<file path="src/logic/dma_pkg.sv">
/* DMA tile shared definitions */

package dma_pkg;

  //////////////////////////////////////////////////
  // NoC flit format

  localparam int FLIT_PAYLOAD_WIDTH = 32;
  localparam int FLIT_TYPE_WIDTH    = 2;
  localparam int FLIT_WIDTH         = FLIT_TYPE_WIDTH + FLIT_PAYLOAD_WIDTH;  // Type on top

  typedef enum logic [FLIT_TYPE_WIDTH-1:0] {
    FLIT_HEAD = 2'd0,
    FLIT_BODY = 2'd1,
    FLIT_LAST = 2'd2
  } flit_type_t;

  // Opcode sits in the head flit payload
  typedef enum logic {
    OP_READ  = 1'b0,
    OP_WRITE = 1'b1
  } noc_op_t;

  localparam int OP_BIT = 0;  // Payload bit of the opcode

  //////////////////////////////////////////////////
  // Config register map

  localparam logic [1:0] REG_SRC  = 2'd0;  // Source address
  localparam logic [1:0] REG_DST  = 2'd1;  // Destination address
  localparam logic [1:0] REG_LEN  = 2'd2;  // Length in words
  localparam logic [1:0] REG_CTRL = 2'd3;  // Valid and done

  localparam int CTRL_VALID_BIT = 0;
  localparam int CTRL_DONE_BIT  = 1;

  localparam int CFG_WORD_LSB  = 2;  // Word index in bits 3:2
  localparam int CFG_ENTRY_LSB = 4;  // Entry index above it

endpackage

</file>
<file path="src/logic/dma_request_table.sv">
/* DMA request table */

`timescale 1ns/1ns

module dma_request_table
  import dma_pkg::*;
#(
  parameter int ADDR_WIDTH    = 32,
  parameter int DATA_WIDTH    = 32,
  parameter int TABLE_ENTRIES = 4
) (
  input  logic                                   clk,
  input  logic                                   rst,
  // Config bus
  input  logic                                   cfg_en_i,
  input  logic                                   cfg_we_i,
  input  logic [ADDR_WIDTH-1:0]                  cfg_addr_i,
  input  logic [DATA_WIDTH-1:0]                  cfg_din_i,
  output logic [DATA_WIDTH-1:0]                  cfg_dout_o,
  // Completion from copy engine
  input  logic                                   done_en_i,
  input  logic [$clog2(TABLE_ENTRIES)-1:0]       done_pos_i,
  // Next pending entry
  output logic                                   pend_o,
  output logic [$clog2(TABLE_ENTRIES)-1:0]       pend_pos_o,
  output logic [ADDR_WIDTH-1:0]                  pend_src_o,
  output logic [ADDR_WIDTH-1:0]                  pend_dst_o,
  output logic [DATA_WIDTH-1:0]                  pend_len_o,
  output logic [TABLE_ENTRIES-1:0]               irq_o
);

  localparam int PTR_WIDTH = $clog2(TABLE_ENTRIES);

  logic [ADDR_WIDTH-1:0]    src_q [TABLE_ENTRIES];  // Entry payload, no reset
  logic [ADDR_WIDTH-1:0]    dst_q [TABLE_ENTRIES];
  logic [DATA_WIDTH-1:0]    len_q [TABLE_ENTRIES];
  logic [TABLE_ENTRIES-1:0] valid_q;
  logic [TABLE_ENTRIES-1:0] done_q;

  logic [PTR_WIDTH-1:0]     cfg_entry;
  logic [1:0]               cfg_word;
  logic [DATA_WIDTH-1:0]    ctrl_word;
  logic [PTR_WIDTH-1:0]     pick;

  assign cfg_entry = cfg_addr_i[CFG_ENTRY_LSB +: PTR_WIDTH];
  assign cfg_word  = cfg_addr_i[CFG_WORD_LSB +: 2];

  //////////////////////////////////////////////////
  // Config writes and completion

  always_ff @(posedge clk) begin
    if (cfg_en_i && cfg_we_i) begin
      case (cfg_word)
        REG_SRC: src_q[cfg_entry] <= ADDR_WIDTH'(cfg_din_i);
        REG_DST: dst_q[cfg_entry] <= ADDR_WIDTH'(cfg_din_i);
        REG_LEN: len_q[cfg_entry] <= cfg_din_i;
        default: ;                                         // CTRL handled below
      endcase
    end
  end

  always_ff @(posedge clk) begin
    if (rst) begin
      valid_q <= '0;
      done_q  <= '0;
    end else begin
      if (done_en_i) begin                                 // Engine finished
        valid_q[done_pos_i] <= 1'b0;
        done_q[done_pos_i]  <= 1'b1;
      end
      if (cfg_en_i && cfg_we_i && cfg_word == REG_CTRL && cfg_din_i[CTRL_VALID_BIT]) begin
        valid_q[cfg_entry] <= 1'b1;                        // Arm entry
        done_q[cfg_entry]  <= 1'b0;
      end
    end
  end

  //////////////////////////////////////////////////
  // Config read, one cycle

  always_comb begin
    ctrl_word                 = '0;
    ctrl_word[CTRL_VALID_BIT] = valid_q[cfg_entry];
    ctrl_word[CTRL_DONE_BIT]  = done_q[cfg_entry];
  end

  always_ff @(posedge clk) begin
    if (cfg_en_i && !cfg_we_i) begin                       // Holds until next read
      case (cfg_word)
        REG_SRC: cfg_dout_o <= DATA_WIDTH'(src_q[cfg_entry]);
        REG_DST: cfg_dout_o <= DATA_WIDTH'(dst_q[cfg_entry]);
        REG_LEN: cfg_dout_o <= len_q[cfg_entry];
        default: cfg_dout_o <= ctrl_word;
      endcase
    end
  end

  //////////////////////////////////////////////////
  // Lowest valid index wins

  always_comb begin
    pick = '0;
    for (int i = TABLE_ENTRIES - 1; i >= 0; i--) begin
      if (valid_q[i]) pick = PTR_WIDTH'(i);
    end
  end

  assign pend_o     = |valid_q;
  assign pend_pos_o = pick;
  assign pend_src_o = src_q[pick];
  assign pend_dst_o = dst_q[pick];
  assign pend_len_o = len_q[pick];
  assign irq_o      = done_q;                              // Done vector is the interrupt

  // Engine only ever completes an entry it picked up while armed
  a_done_valid: assert property (@(posedge clk) disable iff (rst)
    done_en_i |-> valid_q[done_pos_i]);

endmodule

</file>
<file path="src/logic/dma_copy_engine.sv">
/* Local memory copy engine */

`timescale 1ns/1ns

module dma_copy_engine #(
  parameter int ADDR_WIDTH    = 32,
  parameter int DATA_WIDTH    = 32,
  parameter int TABLE_ENTRIES = 4
) (
  input  logic                             clk,
  input  logic                             rst,
  // Pending entry from table
  input  logic                             pend_i,
  input  logic [$clog2(TABLE_ENTRIES)-1:0] pend_pos_i,
  input  logic [ADDR_WIDTH-1:0]            pend_src_i,
  input  logic [ADDR_WIDTH-1:0]            pend_dst_i,
  input  logic [DATA_WIDTH-1:0]            pend_len_i,
  output logic                             done_en_o,
  output logic [$clog2(TABLE_ENTRIES)-1:0] done_pos_o,
  // Memory bus master
  output logic                             bus_en_o,
  output logic                             bus_we_o,
  output logic [ADDR_WIDTH-1:0]            bus_addr_o,
  output logic [DATA_WIDTH-1:0]            bus_din_o,
  input  logic                             bus_gnt_i,
  input  logic [DATA_WIDTH-1:0]            bus_dout_i
);

  localparam int PTR_WIDTH  = $clog2(TABLE_ENTRIES);
  localparam int WORD_BYTES = DATA_WIDTH / 8;              // Byte step per word

  typedef enum logic [2:0] {
    ST_IDLE,
    ST_READ,
    ST_CAPTURE,
    ST_WRITE,
    ST_DONE
  } state_t;

  state_t                state_q;
  logic                  rearm_q;                          // One idle cycle after done
  logic [PTR_WIDTH-1:0]  pos_q;
  logic [ADDR_WIDTH-1:0] src_q;
  logic [ADDR_WIDTH-1:0] dst_q;
  logic [DATA_WIDTH-1:0] cnt_q;                            // Words left
  logic [DATA_WIDTH-1:0] data_q;

  //////////////////////////////////////////////////
  // FSM

  always_ff @(posedge clk) begin
    if (rst) begin
      state_q <= ST_IDLE;
      rearm_q <= 1'b0;
    end else begin
      case (state_q)
        ST_IDLE: begin
          rearm_q <= 1'b0;
          if (pend_i && !rearm_q) begin                    // Table has dropped old entry
            state_q <= (pend_len_i == '0) ? ST_DONE : ST_READ;
          end
        end
        ST_READ:    if (bus_gnt_i) state_q <= ST_CAPTURE;
        ST_CAPTURE: state_q <= ST_WRITE;                   // Bus released here
        ST_WRITE: begin
          if (bus_gnt_i) begin
            state_q <= (cnt_q == DATA_WIDTH'(1)) ? ST_DONE : ST_READ;
          end
        end
        default: begin                                     // ST_DONE
          state_q <= ST_IDLE;
          rearm_q <= 1'b1;
        end
      endcase
    end
  end

  // Working registers
  always_ff @(posedge clk) begin
    if (state_q == ST_IDLE) begin                          // Latch entry
      pos_q <= pend_pos_i;
      src_q <= pend_src_i;
      dst_q <= pend_dst_i;
      cnt_q <= pend_len_i;
    end
    if (state_q == ST_CAPTURE) data_q <= bus_dout_i;       // Read data lands here
    if (state_q == ST_WRITE && bus_gnt_i) begin
      src_q <= src_q + ADDR_WIDTH'(WORD_BYTES);
      dst_q <= dst_q + ADDR_WIDTH'(WORD_BYTES);
      cnt_q <= cnt_q - DATA_WIDTH'(1);
    end
  end

  //////////////////////////////////////////////////
  // Outputs

  assign bus_en_o   = (state_q == ST_READ) || (state_q == ST_WRITE);
  assign bus_we_o   = (state_q == ST_WRITE);
  assign bus_addr_o = (state_q == ST_WRITE) ? dst_q : src_q;
  assign bus_din_o  = data_q;
  assign done_en_o  = (state_q == ST_DONE);                // Single cycle pulse
  assign done_pos_o = pos_q;

  // Request stays put until the arbiter grants it
  a_hold_req: assert property (@(posedge clk) disable iff (rst)
    (bus_en_o && !bus_gnt_i) |=> bus_en_o && $stable(bus_we_o) && $stable(bus_addr_o)
                                 && $stable(bus_din_o));

endmodule

</file>
<file path="src/logic/dma_noc_target.sv">
/* NoC target for remote access */

`timescale 1ns/1ns

module dma_noc_target
  import dma_pkg::*;
#(
  parameter int ADDR_WIDTH = 32,
  parameter int DATA_WIDTH = 32
) (
  input  logic                  clk,
  input  logic                  rst,
  // Request packets in
  input  logic [FLIT_WIDTH-1:0] noc_in_flit_i,
  input  logic                  noc_in_valid_i,
  output logic                  noc_in_ready_o,
  // Read responses out
  output logic [FLIT_WIDTH-1:0] noc_out_flit_o,
  output logic                  noc_out_valid_o,
  input  logic                  noc_out_ready_i,
  // Memory bus master
  output logic                  bus_en_o,
  output logic                  bus_we_o,
  output logic [ADDR_WIDTH-1:0] bus_addr_o,
  output logic [DATA_WIDTH-1:0] bus_din_o,
  input  logic                  bus_gnt_i,
  input  logic [DATA_WIDTH-1:0] bus_dout_i
);

  typedef enum logic [2:0] {
    T_HEAD,
    T_ADDR,
    T_DATA,
    T_ACCESS,
    T_RESP
  } state_t;

  state_t                state_q;
  noc_op_t               op_q;
  logic [ADDR_WIDTH-1:0] addr_q;
  logic [DATA_WIDTH-1:0] wdata_q;
  logic [DATA_WIDTH-1:0] rdata_q;                          // Held response word
  logic                  fresh_q;                          // First response cycle
  logic [DATA_WIDTH-1:0] rdata;
  logic                  in_xfer;
  flit_type_t            in_type;

  assign in_xfer = noc_in_valid_i && noc_in_ready_o;
  assign in_type = flit_type_t'(noc_in_flit_i[FLIT_WIDTH-1 -: FLIT_TYPE_WIDTH]);

  //////////////////////////////////////////////////
  // Packet parser and access sequence

  always_ff @(posedge clk) begin
    if (rst) begin
      state_q <= T_HEAD;
      fresh_q <= 1'b0;
    end else begin
      fresh_q <= (state_q == T_ACCESS) && bus_gnt_i && (op_q == OP_READ);
      case (state_q)
        T_HEAD: if (in_xfer) state_q <= T_ADDR;
        T_ADDR: if (in_xfer) state_q <= (op_q == OP_WRITE) ? T_DATA : T_ACCESS;
        T_DATA: if (in_xfer) state_q <= T_ACCESS;
        T_ACCESS: begin
          if (bus_gnt_i) state_q <= (op_q == OP_WRITE) ? T_HEAD : T_RESP;  // Writes silent
        end
        default: if (noc_out_ready_i) state_q <= T_HEAD;   // T_RESP
      endcase
    end
  end

  // Packet fields, no reset
  always_ff @(posedge clk) begin
    if (in_xfer) begin
      case (state_q)
        T_HEAD:  op_q    <= noc_op_t'(noc_in_flit_i[OP_BIT]);
        T_ADDR:  addr_q  <= noc_in_flit_i[ADDR_WIDTH-1:0];
        default: wdata_q <= noc_in_flit_i[DATA_WIDTH-1:0];
      endcase
    end
  end

  //////////////////////////////////////////////////
  // Response flit

  // Bus data goes straight out in the first cycle, register holds it after
  assign rdata = fresh_q ? bus_dout_i : rdata_q;

  always_ff @(posedge clk) begin
    if (state_q == T_RESP) rdata_q <= rdata;
  end

  assign noc_out_flit_o  = {FLIT_LAST, rdata};
  assign noc_out_valid_o = (state_q == T_RESP);
  assign noc_in_ready_o  = (state_q == T_HEAD) || (state_q == T_ADDR) || (state_q == T_DATA);

  assign bus_en_o   = (state_q == T_ACCESS);
  assign bus_we_o   = (op_q == OP_WRITE);
  assign bus_addr_o = addr_q;
  assign bus_din_o  = wdata_q;

  // Senders keep packets aligned
  a_head_first: assert property (@(posedge clk) disable iff (rst)
    (state_q == T_HEAD && noc_in_valid_i) |-> (in_type == FLIT_HEAD));

endmodule

</file>
<file path="src/logic/bb_port_arbiter.sv">
/* Memory port arbiter */

`timescale 1ns/1ns

module bb_port_arbiter #(
  parameter int ADDR_WIDTH = 32,
  parameter int DATA_WIDTH = 32
) (
  input  logic                  clk,
  input  logic                  rst,
  // NoC target master, high priority
  input  logic                  tgt_en_i,
  input  logic                  tgt_we_i,
  input  logic [ADDR_WIDTH-1:0] tgt_addr_i,
  input  logic [DATA_WIDTH-1:0] tgt_din_i,
  output logic                  tgt_gnt_o,
  // Copy engine master
  input  logic                  eng_en_i,
  input  logic                  eng_we_i,
  input  logic [ADDR_WIDTH-1:0] eng_addr_i,
  input  logic [DATA_WIDTH-1:0] eng_din_i,
  output logic                  eng_gnt_o,
  // Memory bus
  output logic                  mem_en_o,
  output logic                  mem_we_o,
  output logic [ADDR_WIDTH-1:0] mem_addr_o,
  output logic [DATA_WIDTH-1:0] mem_din_o
);

  localparam logic OWN_TGT = 1'b0;
  localparam logic OWN_ENG = 1'b1;

  logic owner_q;
  logic owner_nxt;
  logic owner_active;                                      // Owner still requesting

  assign owner_active = (owner_q == OWN_TGT) ? tgt_en_i : eng_en_i;

  always_comb begin
    if (owner_active)  owner_nxt = owner_q;                // Sticky
    else if (tgt_en_i) owner_nxt = OWN_TGT;
    else if (eng_en_i) owner_nxt = OWN_ENG;
    else               owner_nxt = OWN_TGT;                // Park on target
  end

  always_ff @(posedge clk) begin
    if (rst) owner_q <= OWN_TGT;
    else     owner_q <= owner_nxt;
  end

  //////////////////////////////////////////////////
  // Grants and request mux

  assign tgt_gnt_o = (owner_q == OWN_TGT) && tgt_en_i;
  assign eng_gnt_o = (owner_q == OWN_ENG) && eng_en_i;

  assign mem_en_o   = owner_active;
  assign mem_we_o   = (owner_q == OWN_TGT) ? tgt_we_i   : eng_we_i;
  assign mem_addr_o = (owner_q == OWN_TGT) ? tgt_addr_i : eng_addr_i;
  assign mem_din_o  = (owner_q == OWN_TGT) ? tgt_din_i  : eng_din_i;

  // Waiting master gets the bus one cycle after the other side goes quiet
  a_tgt_handoff: assert property (@(posedge clk) disable iff (rst)
    (tgt_en_i && !tgt_gnt_o && !eng_en_i) |=> tgt_gnt_o);
  a_eng_handoff: assert property (@(posedge clk) disable iff (rst)
    (eng_en_i && !eng_gnt_o && !tgt_en_i) |=> eng_gnt_o);

endmodule

</file>
<file path="src/logic/dma_tile_top.sv">
/* DMA tile memory port subsystem */

`timescale 1ns/1ns

module dma_tile_top
  import dma_pkg::*;
#(
  parameter int ADDR_WIDTH    = 32,
  parameter int DATA_WIDTH    = 32,
  parameter int TABLE_ENTRIES = 4
) (
  input  logic                     clk,
  input  logic                     rst,
  // Config bus
  input  logic                     cfg_en_i,
  input  logic                     cfg_we_i,
  input  logic [ADDR_WIDTH-1:0]    cfg_addr_i,
  input  logic [DATA_WIDTH-1:0]    cfg_din_i,
  output logic [DATA_WIDTH-1:0]    cfg_dout_o,
  // NoC
  input  logic [FLIT_WIDTH-1:0]    noc_in_flit_i,
  input  logic                     noc_in_valid_i,
  output logic                     noc_in_ready_o,
  output logic [FLIT_WIDTH-1:0]    noc_out_flit_o,
  output logic                     noc_out_valid_o,
  input  logic                     noc_out_ready_i,
  // Memory bus
  output logic                     mem_en_o,
  output logic                     mem_we_o,
  output logic [ADDR_WIDTH-1:0]    mem_addr_o,
  output logic [DATA_WIDTH-1:0]    mem_din_o,
  input  logic [DATA_WIDTH-1:0]    mem_dout_i,
  output logic [TABLE_ENTRIES-1:0] irq_o
);

  localparam int PTR_WIDTH = $clog2(TABLE_ENTRIES);

  // Table to engine
  logic                  pend;
  logic [PTR_WIDTH-1:0]  pend_pos;
  logic [ADDR_WIDTH-1:0] pend_src;
  logic [ADDR_WIDTH-1:0] pend_dst;
  logic [DATA_WIDTH-1:0] pend_len;
  logic                  done_en;
  logic [PTR_WIDTH-1:0]  done_pos;

  // Masters to arbiter
  logic                  eng_en, eng_we, eng_gnt;
  logic [ADDR_WIDTH-1:0] eng_addr;
  logic [DATA_WIDTH-1:0] eng_din;
  logic                  tgt_en, tgt_we, tgt_gnt;
  logic [ADDR_WIDTH-1:0] tgt_addr;
  logic [DATA_WIDTH-1:0] tgt_din;

  dma_request_table #(
    .ADDR_WIDTH(ADDR_WIDTH), .DATA_WIDTH(DATA_WIDTH), .TABLE_ENTRIES(TABLE_ENTRIES)
  ) dma_request_table_i (
    .clk, .rst, .cfg_en_i, .cfg_we_i, .cfg_addr_i, .cfg_din_i, .cfg_dout_o,
    .done_en_i(done_en), .done_pos_i(done_pos),
    .pend_o(pend), .pend_pos_o(pend_pos), .pend_src_o(pend_src),
    .pend_dst_o(pend_dst), .pend_len_o(pend_len), .irq_o
  );

  dma_copy_engine #(
    .ADDR_WIDTH(ADDR_WIDTH), .DATA_WIDTH(DATA_WIDTH), .TABLE_ENTRIES(TABLE_ENTRIES)
  ) dma_copy_engine_i (
    .clk, .rst,
    .pend_i(pend), .pend_pos_i(pend_pos), .pend_src_i(pend_src),
    .pend_dst_i(pend_dst), .pend_len_i(pend_len),
    .done_en_o(done_en), .done_pos_o(done_pos),
    .bus_en_o(eng_en), .bus_we_o(eng_we), .bus_addr_o(eng_addr), .bus_din_o(eng_din),
    .bus_gnt_i(eng_gnt), .bus_dout_i(mem_dout_i)           // Read data shared
  );

  dma_noc_target #(
    .ADDR_WIDTH(ADDR_WIDTH), .DATA_WIDTH(DATA_WIDTH)
  ) dma_noc_target_i (
    .clk, .rst, .noc_in_flit_i, .noc_in_valid_i, .noc_in_ready_o,
    .noc_out_flit_o, .noc_out_valid_o, .noc_out_ready_i,
    .bus_en_o(tgt_en), .bus_we_o(tgt_we), .bus_addr_o(tgt_addr), .bus_din_o(tgt_din),
    .bus_gnt_i(tgt_gnt), .bus_dout_i(mem_dout_i)
  );

  bb_port_arbiter #(
    .ADDR_WIDTH(ADDR_WIDTH), .DATA_WIDTH(DATA_WIDTH)
  ) bb_port_arbiter_i (
    .clk, .rst,
    .tgt_en_i(tgt_en), .tgt_we_i(tgt_we), .tgt_addr_i(tgt_addr), .tgt_din_i(tgt_din),
    .tgt_gnt_o(tgt_gnt),
    .eng_en_i(eng_en), .eng_we_i(eng_we), .eng_addr_i(eng_addr), .eng_din_i(eng_din),
    .eng_gnt_o(eng_gnt),
    .mem_en_o, .mem_we_o, .mem_addr_o, .mem_din_o
  );

endmodule

</file>
<file path="config.mk">
export PLATFORM = sky130hd
export DESIGN_NAME = dma_tile_top
export DESIGN_NICKNAME = d
export VERILOG_FILES = /design/src/logic/dma_pkg.sv /design/src/logic/dma_request_table.sv /design/src/logic/dma_copy_engine.sv /design/src/logic/dma_noc_target.sv /design/src/logic/bb_port_arbiter.sv /design/src/logic/dma_tile_top.sv
export SDC_FILE = /design/constraint.sdc
export NUM_CORES = 1
export LEC_CHECK = 0
export ABC_CLOCK_PERIOD_IN_PS = 8300
export BUFFER_PORTS_ARGS = -buffer_cell sky130_fd_sc_hd__buf_2
export CORE_MARGIN = 2
export CORE_UTILIZATION = 47
export CTS_BUF_LIST = sky130_fd_sc_hd__clkbuf_4 sky130_fd_sc_hd__clkbuf_8 sky130_fd_sc_hd__clkbuf_16
export CTS_CLUSTER_DIAMETER = 80
export CTS_CLUSTER_SIZE = 16
export DETAILED_ROUTE_END_ITERATION = 8
export PLACE_DENSITY = 0.65
export SETUP_SLACK_MARGIN = 0.5
export SYNTH_ARGS = -nofsm -noshare
export SYNTH_HDL_FRONTEND = slang
export SYNTH_SLANG_ARGS = --single-unit
</file>
<file path="constraint.sdc">
create_clock -name clk -period 8.3 [get_ports clk]
set_input_delay 0 -clock clk [delete_from_list [all_inputs] [get_ports clk]]
set_output_delay 0 -clock clk [all_outputs]
set_load 0.03 [all_outputs]
</file>
==> results of run 1 <==
## layer usage
| metal | vias to the layer above | GRT usage | part of all wire |
|---|---|---|---|
| li1 | 8956 | - | - |
| met1 | 10268 | 0.3280 | 0.39 |
| met2 | 831 | 0.4219 | 0.50 |
| met3 | 141 | 0.03221 | 0.068 |
| met4 | 2 | 0.09722 | 0.038 |
| met5 | - | 0 | 0.00013 |
## logic make-up after synthesis
group,count (synthesis),share of synthesized area
mux,235,0.1239
compound gates,272,0.05581
buf+inv,199,0.02716
other cells,2,0.0002492
fa+ha+maj,4,0.001661
flops,660,0.6521
xor+xnor,83,0.02412
simple gates,756,0.1150
## area by class of cell
cell class	count	area, um2	area share
sequential	660	19650	0.5665
multi-input combinational	1352	9814	0.2829
timing repair buffer	388	2576	0.07426
clock buffer	67	1333	0.03841
tap	846	1059	0.03051
inverter	52	196.4	0.005662
clock inverter	4	56.30	0.001623
antenna	2	5.005	0.0001443
## worst max-delay path by stage
| stage | startpoint | end | cells past startpoint |
|---|---|---|---|
| 2_1_floorplan | cfg_addr_i[5] | dma_request_table_i.len_q[0][0] | 4 |
| 3_3_place_gp | dma_request_table_i.valid_q[2] | dma_copy_engine_i.dst_q[6] | 9 |
| 4_1_cts | dma_request_table_i.valid_q[2] | dma_copy_engine_i.src_q[12] | 9 |
| 5_1_grt | dma_request_table_i.valid_q[2] | dma_copy_engine_i.src_q[5] | 9 |
| 3_5_place_dp | dma_request_table_i.valid_q[2] | dma_copy_engine_i.src_q[12] | 9 |
| 6_report | dma_copy_engine_i.state_q[2] | dma_copy_engine_i.src_q[18] | 7 |
## report_power, final
group	leakage [nW]	internal, mW	switching, mW
sequential	6.12	3.72	0.0447
clock	0.698	1.12	1.13
combinational	5.53	0.182	0.289
## Yosys cell counts, types with 3 or more instances
cell type	n
a21oi_1	67
a221oi_1	4
a2bb2oi_1	8
and2_1	5
and3_1	14
and4_1	5
buf_1	20
buf_2	21
buf_6	5
clkbuf_1	99
dfxtp_1	17
edfxtp_1	643
ha_1	4
inv_1	50
mux2_2	65
mux2i_1	66
mux4_2	104
nand2_1	324
nand2b_1	8
nand3_1	208
nand4_1	17
nor2_1	98
nor2b_1	4
nor3_1	23
nor3b_1	6
nor4_1	8
nor4b_1	3
o211ai_1	5
o21ai_0	88
o21ai_1	3
o221ai_1	15
o22a_1	6
o22ai_1	43
o2bb2ai_1	13
or3_1	14
or4_1	4
xnor2_1	37
xor2_1	46
## worst max-delay path, stage by stage, from the launching register on
cell and delay, ps:
dfxtp_1 520, nand3b_1 160, buf_4 490, or2_4 460
buf_4 640, buf_4 710, nand3_1 340, o21ai_0 160
==> summary.txt, run 1 <==
Routing
  – Pre-antenna DRT Iters: 7
  – DRC marker count from the first detailed-route iteration: between 1,500 and 2,000
  – Antenna-violating nets left: 0
  – Number of remaining DRC errors: 0
  – Wire per inst: 24.80 um
  – Via/cell ratio: about 6.0
  – Via count: ~20,000
  – DRT Wirelength: 83,590 um

STA
  – Tcrit/Tclk final: 0.4640
  – Fin worst setup slack: around 4400 ps
  – Slew at the pin closest to its max-slew limit: ~1100 ps
  – Layout Skew: between 20 and 25 ps
  – Fin Hold WS: between 40 and 50 ps
  – Final setup viols: 0
  – Final hold violation count: 0
  – Fin crit period: about 3900 ps
  – Unrepaired setup endpoints after global routing: false
  – Final Max Tran Viols: 0
  – Fmax achieved: roughly 260 MHz
  – Relative slew slack: 0.2596
  – TNS Setup: 0 ps

Worst setup path
  – Reg-to-reg setup timing slack: roughly 4400 ps
  – Worst endpoint data arrival time: between 4000 and 5000 ps
  – R2R depth: 7
  – Critical path type: reg -> reg
  – Reg2reg start: dma_copy_engine_i.state_q[2]
  – CP max FO: between 60 and 70
  – Worst R2R End: dma_copy_engine_i.src_q[18]
  – Crit. End Element: flop
  – Required time of the critical path: just under 9000 ps
  – CP startpoint kind: flop

Clock tree
  – Worst-path clk slew: about 80 ps
  – Post-CTS Setup Bufs: 0
  – CTS tree: yes
  – CTS Sinks: 660
  – Max H-tree Level: 2
  – Latest clock arrival within the worst-skew pair: slightly above 600 ps
  – Cts hold-fix bufs: about 100
  – Clk root buf: clkbuf_16
  – Post-CTS sizing: 0
  – CTS Buf Count: 47
  – Max Root-Sink Buffers: 3

Place
  – Routability cong.: 0.8599
  – Hpwl dp: between 50,000 and 60,000 um
  – Port bufs: approximately 240
  – Placed insts: roughly 3,200
  – Placed Area: about 32,000 um2
  – Pre-CTS WS: between 4000 and 5000 ps

Cells and area
  – Post-Layout Inst Area: between 30,000 and 40,000 um2
  – Commonest cells after routing, fill and taps aside: 643 x edfxtp_1, 323 x nand2_1, 239 x buf_2
  – Non-filler cells, final: approximately 3,400
  – # fillers: approximately 5,100
  – Area Growth Syn to Fin: 15.13%
  – Layout cells sized above 1: 0.2228
  – Commonest non-fill, non-tap cell in the layout: edfxtp_1
  – Biggest registers after layout: dma_request_table_i.dst_q: 128 flops, dma_request_table_i.len_q: 128 flops, dma_request_table_i.src_q: 128 flops
  – Final core occ: 0.5490
  – Fin nets: between 2,000 and 3,000

Global routing
  – First-pass GRT wire length: about 120,000 um
  – Initial antenna violation count: 3
  – Total gr overflow: 0
  – Total Routing Usage GR: 0.2491
  – Number of global-route vias before repair: roughly 20,000
  – Pin count of the biggest net entering global routing: 84

Synthesis
  – Post-synth EDFFs: about 640
  – Top cell type's share of synthesized area: 0.6408
  – Sequential area share after synthesis: 0.6521
  – Synth warn: 0
  – Synth area leaders: edfxtp_1 64%, mux4_2 7.8%, nand2_1 4.0%
  – Mapped Cells: 2,211
  – Synthesis-stage register bit count: between 600 and 700
  – Post-Syn Nets: between 2,000 and 2,500
  – Post-synth cell types: 68
  – Synthesized area per cell: 13.63 um2
  – Fraction of registers with async set/reset: 0
  – Post-Syn Area: 30,130 um2
  – Synth Flop Type: edfxtp_1
  – Area leader, netlist: edfxtp_1

Die
  – Initial Utilization: 0.4768
  – Core footprint: roughly 63,000 um2
  – IO Pins: roughly 270
  – # rows: 92
  – Die height: between 200 and 300 um
  – Chip width: 257.2 um
  – Die Footprint: between 60,000 and 70,000 um2

Hold path
  – Hold crit path type: in -> reg
  – Hold depth: 3
  – Worst Hold Launch: cfg_addr_i[2]
  – Hold Path End: dma_request_table_i.dst_q[1][0]

Pwr
  – Maximum vdd drop: between 0.00015 and 0.0002 V
  – Tot Pwr: roughly 6.5 mW
  – Leakage Power: roughly 12 nW
  – Pwr dens: 187.1 nW/um2

Job
  – MaxCap Viol Count: 0

Outcome
  – Status: finished clean
Power figures use the tool's default switching activity.
==> inputs of run 2 (changes only) <==
- ABC_CLOCK_PERIOD_IN_PS: 8300 -> 3900
- clock period: 8.3 -> 3.9 ns (I/O delays scaled with it)
==> run 2 against run 1 <==
  * Wire length is 0.46% lower
  * Sequential share of layout area fell by 0.29 points
  * Final area increased by 0.52%
  * Global-route usage is 0.057 points lower
  * Clock skew rose by 8.6 ps
  * Clock power rose by 110%
  * Clock-buffer cell count fell by 2
  * First-iteration DRC count shrank 2.9%
  * Highest routed layer is now met4
  * Combinational power is 110% higher
  * Register-to-register slack lost 3700 ps
==> summary.txt, run 2 (synthesized netlist as in run 1, its figures left out) <==
Die
  – IO Pins: around 270
  – Die Footprint: 66,150 um2
  – Core footprint: between 60,000 and 70,000 um2
  – Chip width: around 260 um
  – Initial Utilization: 0.4768
  – Die height: 257.2 um
  – # rows: between 90 and 100

Pwr
  – Leakage Power: 12.43 nW
  – Pwr dens: 396.8 nW/um2
  – Maximum vdd drop: ~0.00037 V

Clock tree
  – Post-CTS Setup Bufs: 0
  – CTS Sinks: 660
  – CTS Buf Count: 47
  – CTS tree: yes
  – Max Root-Sink Buffers: 3
  – Max H-tree Level: 2
  – Latest clock arrival within the worst-skew pair: 630 ps
  – Cts hold-fix bufs: between 100 and 150
  – Worst-path clk slew: 70 ps
  – Clk root buf: clkbuf_16
  – Post-CTS sizing: 0

Worst setup path
  – Setup crit start: dma_copy_engine_i.state_q[2]
  – Worst endpoint data arrival time: roughly 3200 ps
  – Crit. End Element: output pin
  – Required time of the critical path: between 3000 and 4000 ps
  – CP startpoint kind: flop
  – CP max FO: 33
  – Reg2reg start: dma_request_table_i.valid_q[3]
  – Critical path type: reg -> out

Cells and area
  – Layout cells sized above 1: 0.2247
  – Non-filler cells, final: 3,375
  – Commonest cells after routing, fill and taps aside: 643 x edfxtp_1, 323 x nand2_1, 239 x buf_2
  – # fillers: between 5,000 and 6,000
  – Biggest registers after layout: dma_request_table_i.dst_q: 128 flops, dma_request_table_i.len_q: 128 flops, dma_request_table_i.src_q: 128 flops
  – Area Growth Syn to Fin: 15.73%
  – Fin nets: approximately 2,600
  – Commonest non-fill, non-tap cell in the layout: edfxtp_1

Place
  – Routability cong.: 0.8532
  – Port bufs: ~240
  – Placed insts: between 3,000 and 4,000
  – Hpwl dp: 53,490 um

Global routing
  – Total gr overflow: 0
  – Pin count of the biggest net entering global routing: between 100 and 150
  – Met3 usage: 0.03428
  – Number of global-route vias before repair: roughly 20,000
  – Total Routing Usage GR: 0.2486
  – Most Crowded Layer GR: met2
  – First-pass GRT wire length: between 100,000 and 150,000 um
  – Met2 global-route usage: 0.4246
  – Met1 GRT Util: 0.3233
  – Initial antenna violation count: 1

Job
  – MaxCap Viol Count: 0

STA
  – Slew at the pin closest to its max-slew limit: ~1200 ps
  – Tcrit/Tclk final: 0.8098
  – Layout Skew: 31.48 ps
  – Fin crit period: roughly 3200 ps
  – Final Max Tran Viols: 0
  – Fin Hold WS: between 6 and 7 ps
  – Final setup viols: 0
  – Final hold violation count: 0
  – Fmax achieved: 316.6 MHz
  – TNS Setup: 0 ps
  – Relative slew slack: 0.2230
  – Unrepaired setup endpoints after global routing: false

Hold path
  – Worst Hold Launch: cfg_en_i
  – Hold crit path type: in -> reg

Routing
  – Number of remaining DRC errors: 0
  – Wire per inst: 24.65 um
  – DRC marker count from the first detailed-route iteration: roughly 1,900
  – Pre-antenna DRT Iters: 6
  – DRT Wirelength: 83,210 um
  – Via count: ~20,000
  – Via/cell ratio: 5.952
  – Antenna-violating nets left: 0

Outcome
  – Status: finished clean
## run 2: cell types whose count changed in the layout (fill, tap and decap cells not counted), moves of 2 or more
cell      previous run  this run
nor3b_4              0         2
nor3_4               0         3
nor3_2               6         3
buf_12               0         8
clkbuf_4            19        17
nor3b_2              2         0
buf_4               45        43
## run 2: power by group
part / switching (mW) / total, mW / internal (mW) / leakage [nW]
logic: 0.616 / 1.01 / 0.395 / 5.62
registers: 0.0955 / 8.02 / 7.92 / 6.12
clock network: 2.44 / 4.81 / 2.37 / 0.693
## run 2: layer usage
layer  vias up  wire [um]  part of all wire
met5         -          0                 0
met2       837      41720              0.50
met1     10129      32910              0.40
li1       8969          -                 -
met3       152       5495             0.066
met4         0       3090             0.037
## run 2: area by class of cell
type | count | area [um2] | share of cell area
Sequential cell | 660 | 19650 | 0.5636
Multi-Input combinational cell | 1352 | 9862 | 0.2828
Timing Repair Buffer | 394 | 2721 | 0.07804
Clock buffer | 65 | 1318 | 0.03778
Tap cell | 846 | 1059 | 0.03035
Inverter | 52 | 196.4 | 0.005633
Clock inverter | 5 | 61.31 | 0.001758
Antenna cell | 1 | 2.502 | 0.00007176
## run 2: worst paths after layout
kind,endpoint,slack (ps),cells past startpoint
worst max-delay path,mem_addr_o[1],740,5
worst min register to register,dma_request_table_i.irq_o[3],490,2
worst max register to register,dma_copy_engine_i.state_q[0],780,7
worst min-delay path,dma_request_table_i.cfg_dout_o[20],6,2
## run 2: metrics by stage
stage	worst slack, ps	total power, mW	utilization	instance area (um2)
6_report	741.7	13.84	0.5518	34870
5_1_grt	663.0	14.22	0.5518	34870
3_5_place_dp	900.0	9.106	0.5136	32460
2_1_floorplan	312.1	8.707	-	30170
4_1_cts	706.6	13.92	0.5518	34870
3_3_place_gp	921.9	9.082	0.5136	32460
## run 2: critical path, cell delays in order (launching register included)
cell	delay [ps]
dfxtp_1	580
nand3b_1	190
buf_4	540
mux2i_1	840
a21oi_1	150
buf_2	230
==> inputs of run 3 (changes only) <==
- ABC_CLOCK_PERIOD_IN_PS: 3900 -> 3300
- clock period: 3.9 -> 3.3 ns (I/O delays scaled with it)
==> run 3 against run 2 <==
  * Wire length grew 0.38%
  * Critical path depth grew 1
  * Final area grew 0.46%
  * Non-clock buffer count grew 15
  * Via count grew 0.35%
  * Register-to-register slack lost 160 ps
  * Largest power group unchanged
==> summary.txt, run 3 (synthesized netlist as in run 1, its figures left out) <==
Routing
  – Via count: roughly 20,000
  – Pre-antenna DRT Iters: 6
  – Number of remaining DRC errors: 0
  – Antenna-violating nets left: 0
  – DRT Wirelength: between 80,000 and 90,000 um
  – DRC marker count from the first detailed-route iteration: ~2,100
  – Via/cell ratio: roughly 5.9
  – Wire per inst: between 20 and 25 um

Cells and area
  – # fillers: between 5,000 and 6,000
  – Sequential cell area: between 15,000 and 20,000 um2
  – Commonest cells after routing, fill and taps aside: 643 x edfxtp_1, 322 x nand2_1, 239 x buf_2
  – Non-filler cells, final: ~3,400
  – Layout cells sized above 1: 0.2293
  – Antenna diodes: 0
  – Area occupied by multi-input gates: 9893 um2
  – Fin nets: 2,662
  – Biggest registers after layout: dma_request_table_i.dst_q: 128 flops, dma_request_table_i.len_q: 128 flops, dma_request_table_i.src_q: 128 flops
  – Area Growth Syn to Fin: 16.26%
  – Commonest non-fill, non-tap cell in the layout: edfxtp_1

Worst setup path
  – CP max FO: 3
  – CP startpoint kind: flop
  – CP Cell Sequence: or4_1, o41ai_1, nand4_1, or4_4, o41ai_2, a21oi_1
  – Crit. End Element: flop
  – Max incr delay on CP: around 620 ps
  – Cell family with most CP delay: simple AND/OR/NAND/NOR gates
  – Critical path type: reg -> reg
  – Worst endpoint data arrival time: around 3200 ps
  – Buf/Inv on CP: 0
  – Slowest CP cell: or4_1
  – Required time of the critical path: ~3800 ps

Job
  – MaxCap Viol Count: 0

Die
  – Die height: 257.2 um
  – # rows: just over 90
  – Chip width: 257.2 um
  – Die Footprint: ~66,000 um2
  – Initial Utilization: 0.4768
  – IO Pins: approximately 270
  – Core footprint: ~63,000 um2

STA
  – Fin crit period: roughly 2700 ps
  – Slew at the pin closest to its max-slew limit: 1048 ps
  – Unrepaired setup endpoints after global routing: false
  – Layout Skew: roughly 33 ps
  – TNS Setup: 0 ps
  – Fmax achieved: around 370 MHz
  – Final Max Tran Viols: 0
  – Final setup viols: 0
  – Final hold violation count: 0
  – Tcrit/Tclk final: 0.8127
  – Relative slew slack: 0.3017

Clock tree
  – Clk root buf: clkbuf_16
  – CTS tree: yes
  – Max Root-Sink Buffers: 3
  – Max H-tree Level: 2
  – CTS Buf Count: 47
  – CTS Sinks: 660
  – Post-CTS Setup Bufs: 0
  – Worst-path clk slew: around 80 ps
  – Latest clock arrival within the worst-skew pair: 620 ps

Hold path
  – Hold crit path type: in -> reg

Global routing
  – Pin count of the biggest net entering global routing: ~120
  – Initial antenna violation count: 0
  – Total Routing Usage GR: 0.2485
  – First-pass GRT wire length: 124,200 um
  – Total gr overflow: 0
  – Number of global-route vias before repair: around 20,000

Pwr
  – Maximum vdd drop: 0.0003577 V
  – Tot Pwr: 16.32 mW
  – Pwr dens: about 470 nW/um2
  – Leakage Power: between 10 and 15 nW

Place
  – Placed insts: 3,211
  – Hpwl dp: around 54,000 um
  – Routability cong.: between 0.8 and 0.9
  – Port bufs: approximately 240

Outcome
  – Status: finished clean
==> run 3: changes by cell type in the layout (fill, tap and decap cells not counted), sizes merged <==
| cell | previous run | this run |
|---|---|---|
| buf | 291 | 301 |
| clkinv | 2 | 3 |
| diode | 1 | 0 |
| dlygate4sd3 | 103 | 108 |
| inv | 54 | 52 |
==> run 3: layout make-up <==
type	instances	area share
flip-flops and latches	660	0.5611
clock inverters	4	0.001107
multi-input cells	1352	0.2824
inverters	52	0.005786
repair buffers	409	0.08147
clock buffers	65	0.03793
well taps	846	0.03022
==> run 3: path summary, 6_finish.rpt <==
kind,start,endpoint,slack (ps),cells past startpoint
max,dma_request_table_i.len_q[0][27],dma_copy_engine_i.state_q[0],620,6
min,noc_in_flit_i[7],dma_noc_target_i.bus_addr_o[7],100,2
max reg2reg,dma_request_table_i.len_q[0][27],dma_copy_engine_i.state_q[0],620,6
min reg2reg,dma_copy_engine_i.rearm_q,dma_copy_engine_i.rearm_q,510,2
==> run 3: stage by stage <==
| step | worst slack, ps | cell area (um2) | utilization | hold slack, ps |
|---|---|---|---|---|
| 3_3_place_gp | 544.4 | 32550 | 0.5151 | 190.0 |
| 4_1_cts | 516.7 | 35000 | 0.5539 | 81.03 |
| 5_1_grt | 509.7 | 35030 | 0.5543 | 96.71 |
| 6_report | 618.2 | 35030 | 0.5543 | 99.73 |
| 2_1_floorplan | -287.9 | 30210 | - | 98.87 |
| 3_5_place_dp | 512.3 | 32550 | 0.5151 | 192.1 |
==> run 3: metal layers <==
layer | GRT usage | vias to the layer above | wire length [um]
met5 | 0 | - | 0
met4 | 0.09141 | 0 | 3102
met1 | 0.3292 | 10138 | 32510
met2 | 0.4197 | 882 | 41950
met3 | 0.03388 | 154 | 5969
li1 | - | 8984 | -
==> run 3: power by group <==
group	switching (mW)	internal (mW)
combinational	0.732	0.472
sequential	0.112	9.36
clock	2.83	2.81
==> run 3: repair_timing <==
item / 4_1_cts / 5_1_grt
setup endpoints to repair: 1 / 22
hold buffers: 108 / 0
endpoints found under the hold margin: 568 / 0
resized for setup: 1 / 8
pin swaps: 0 / 0
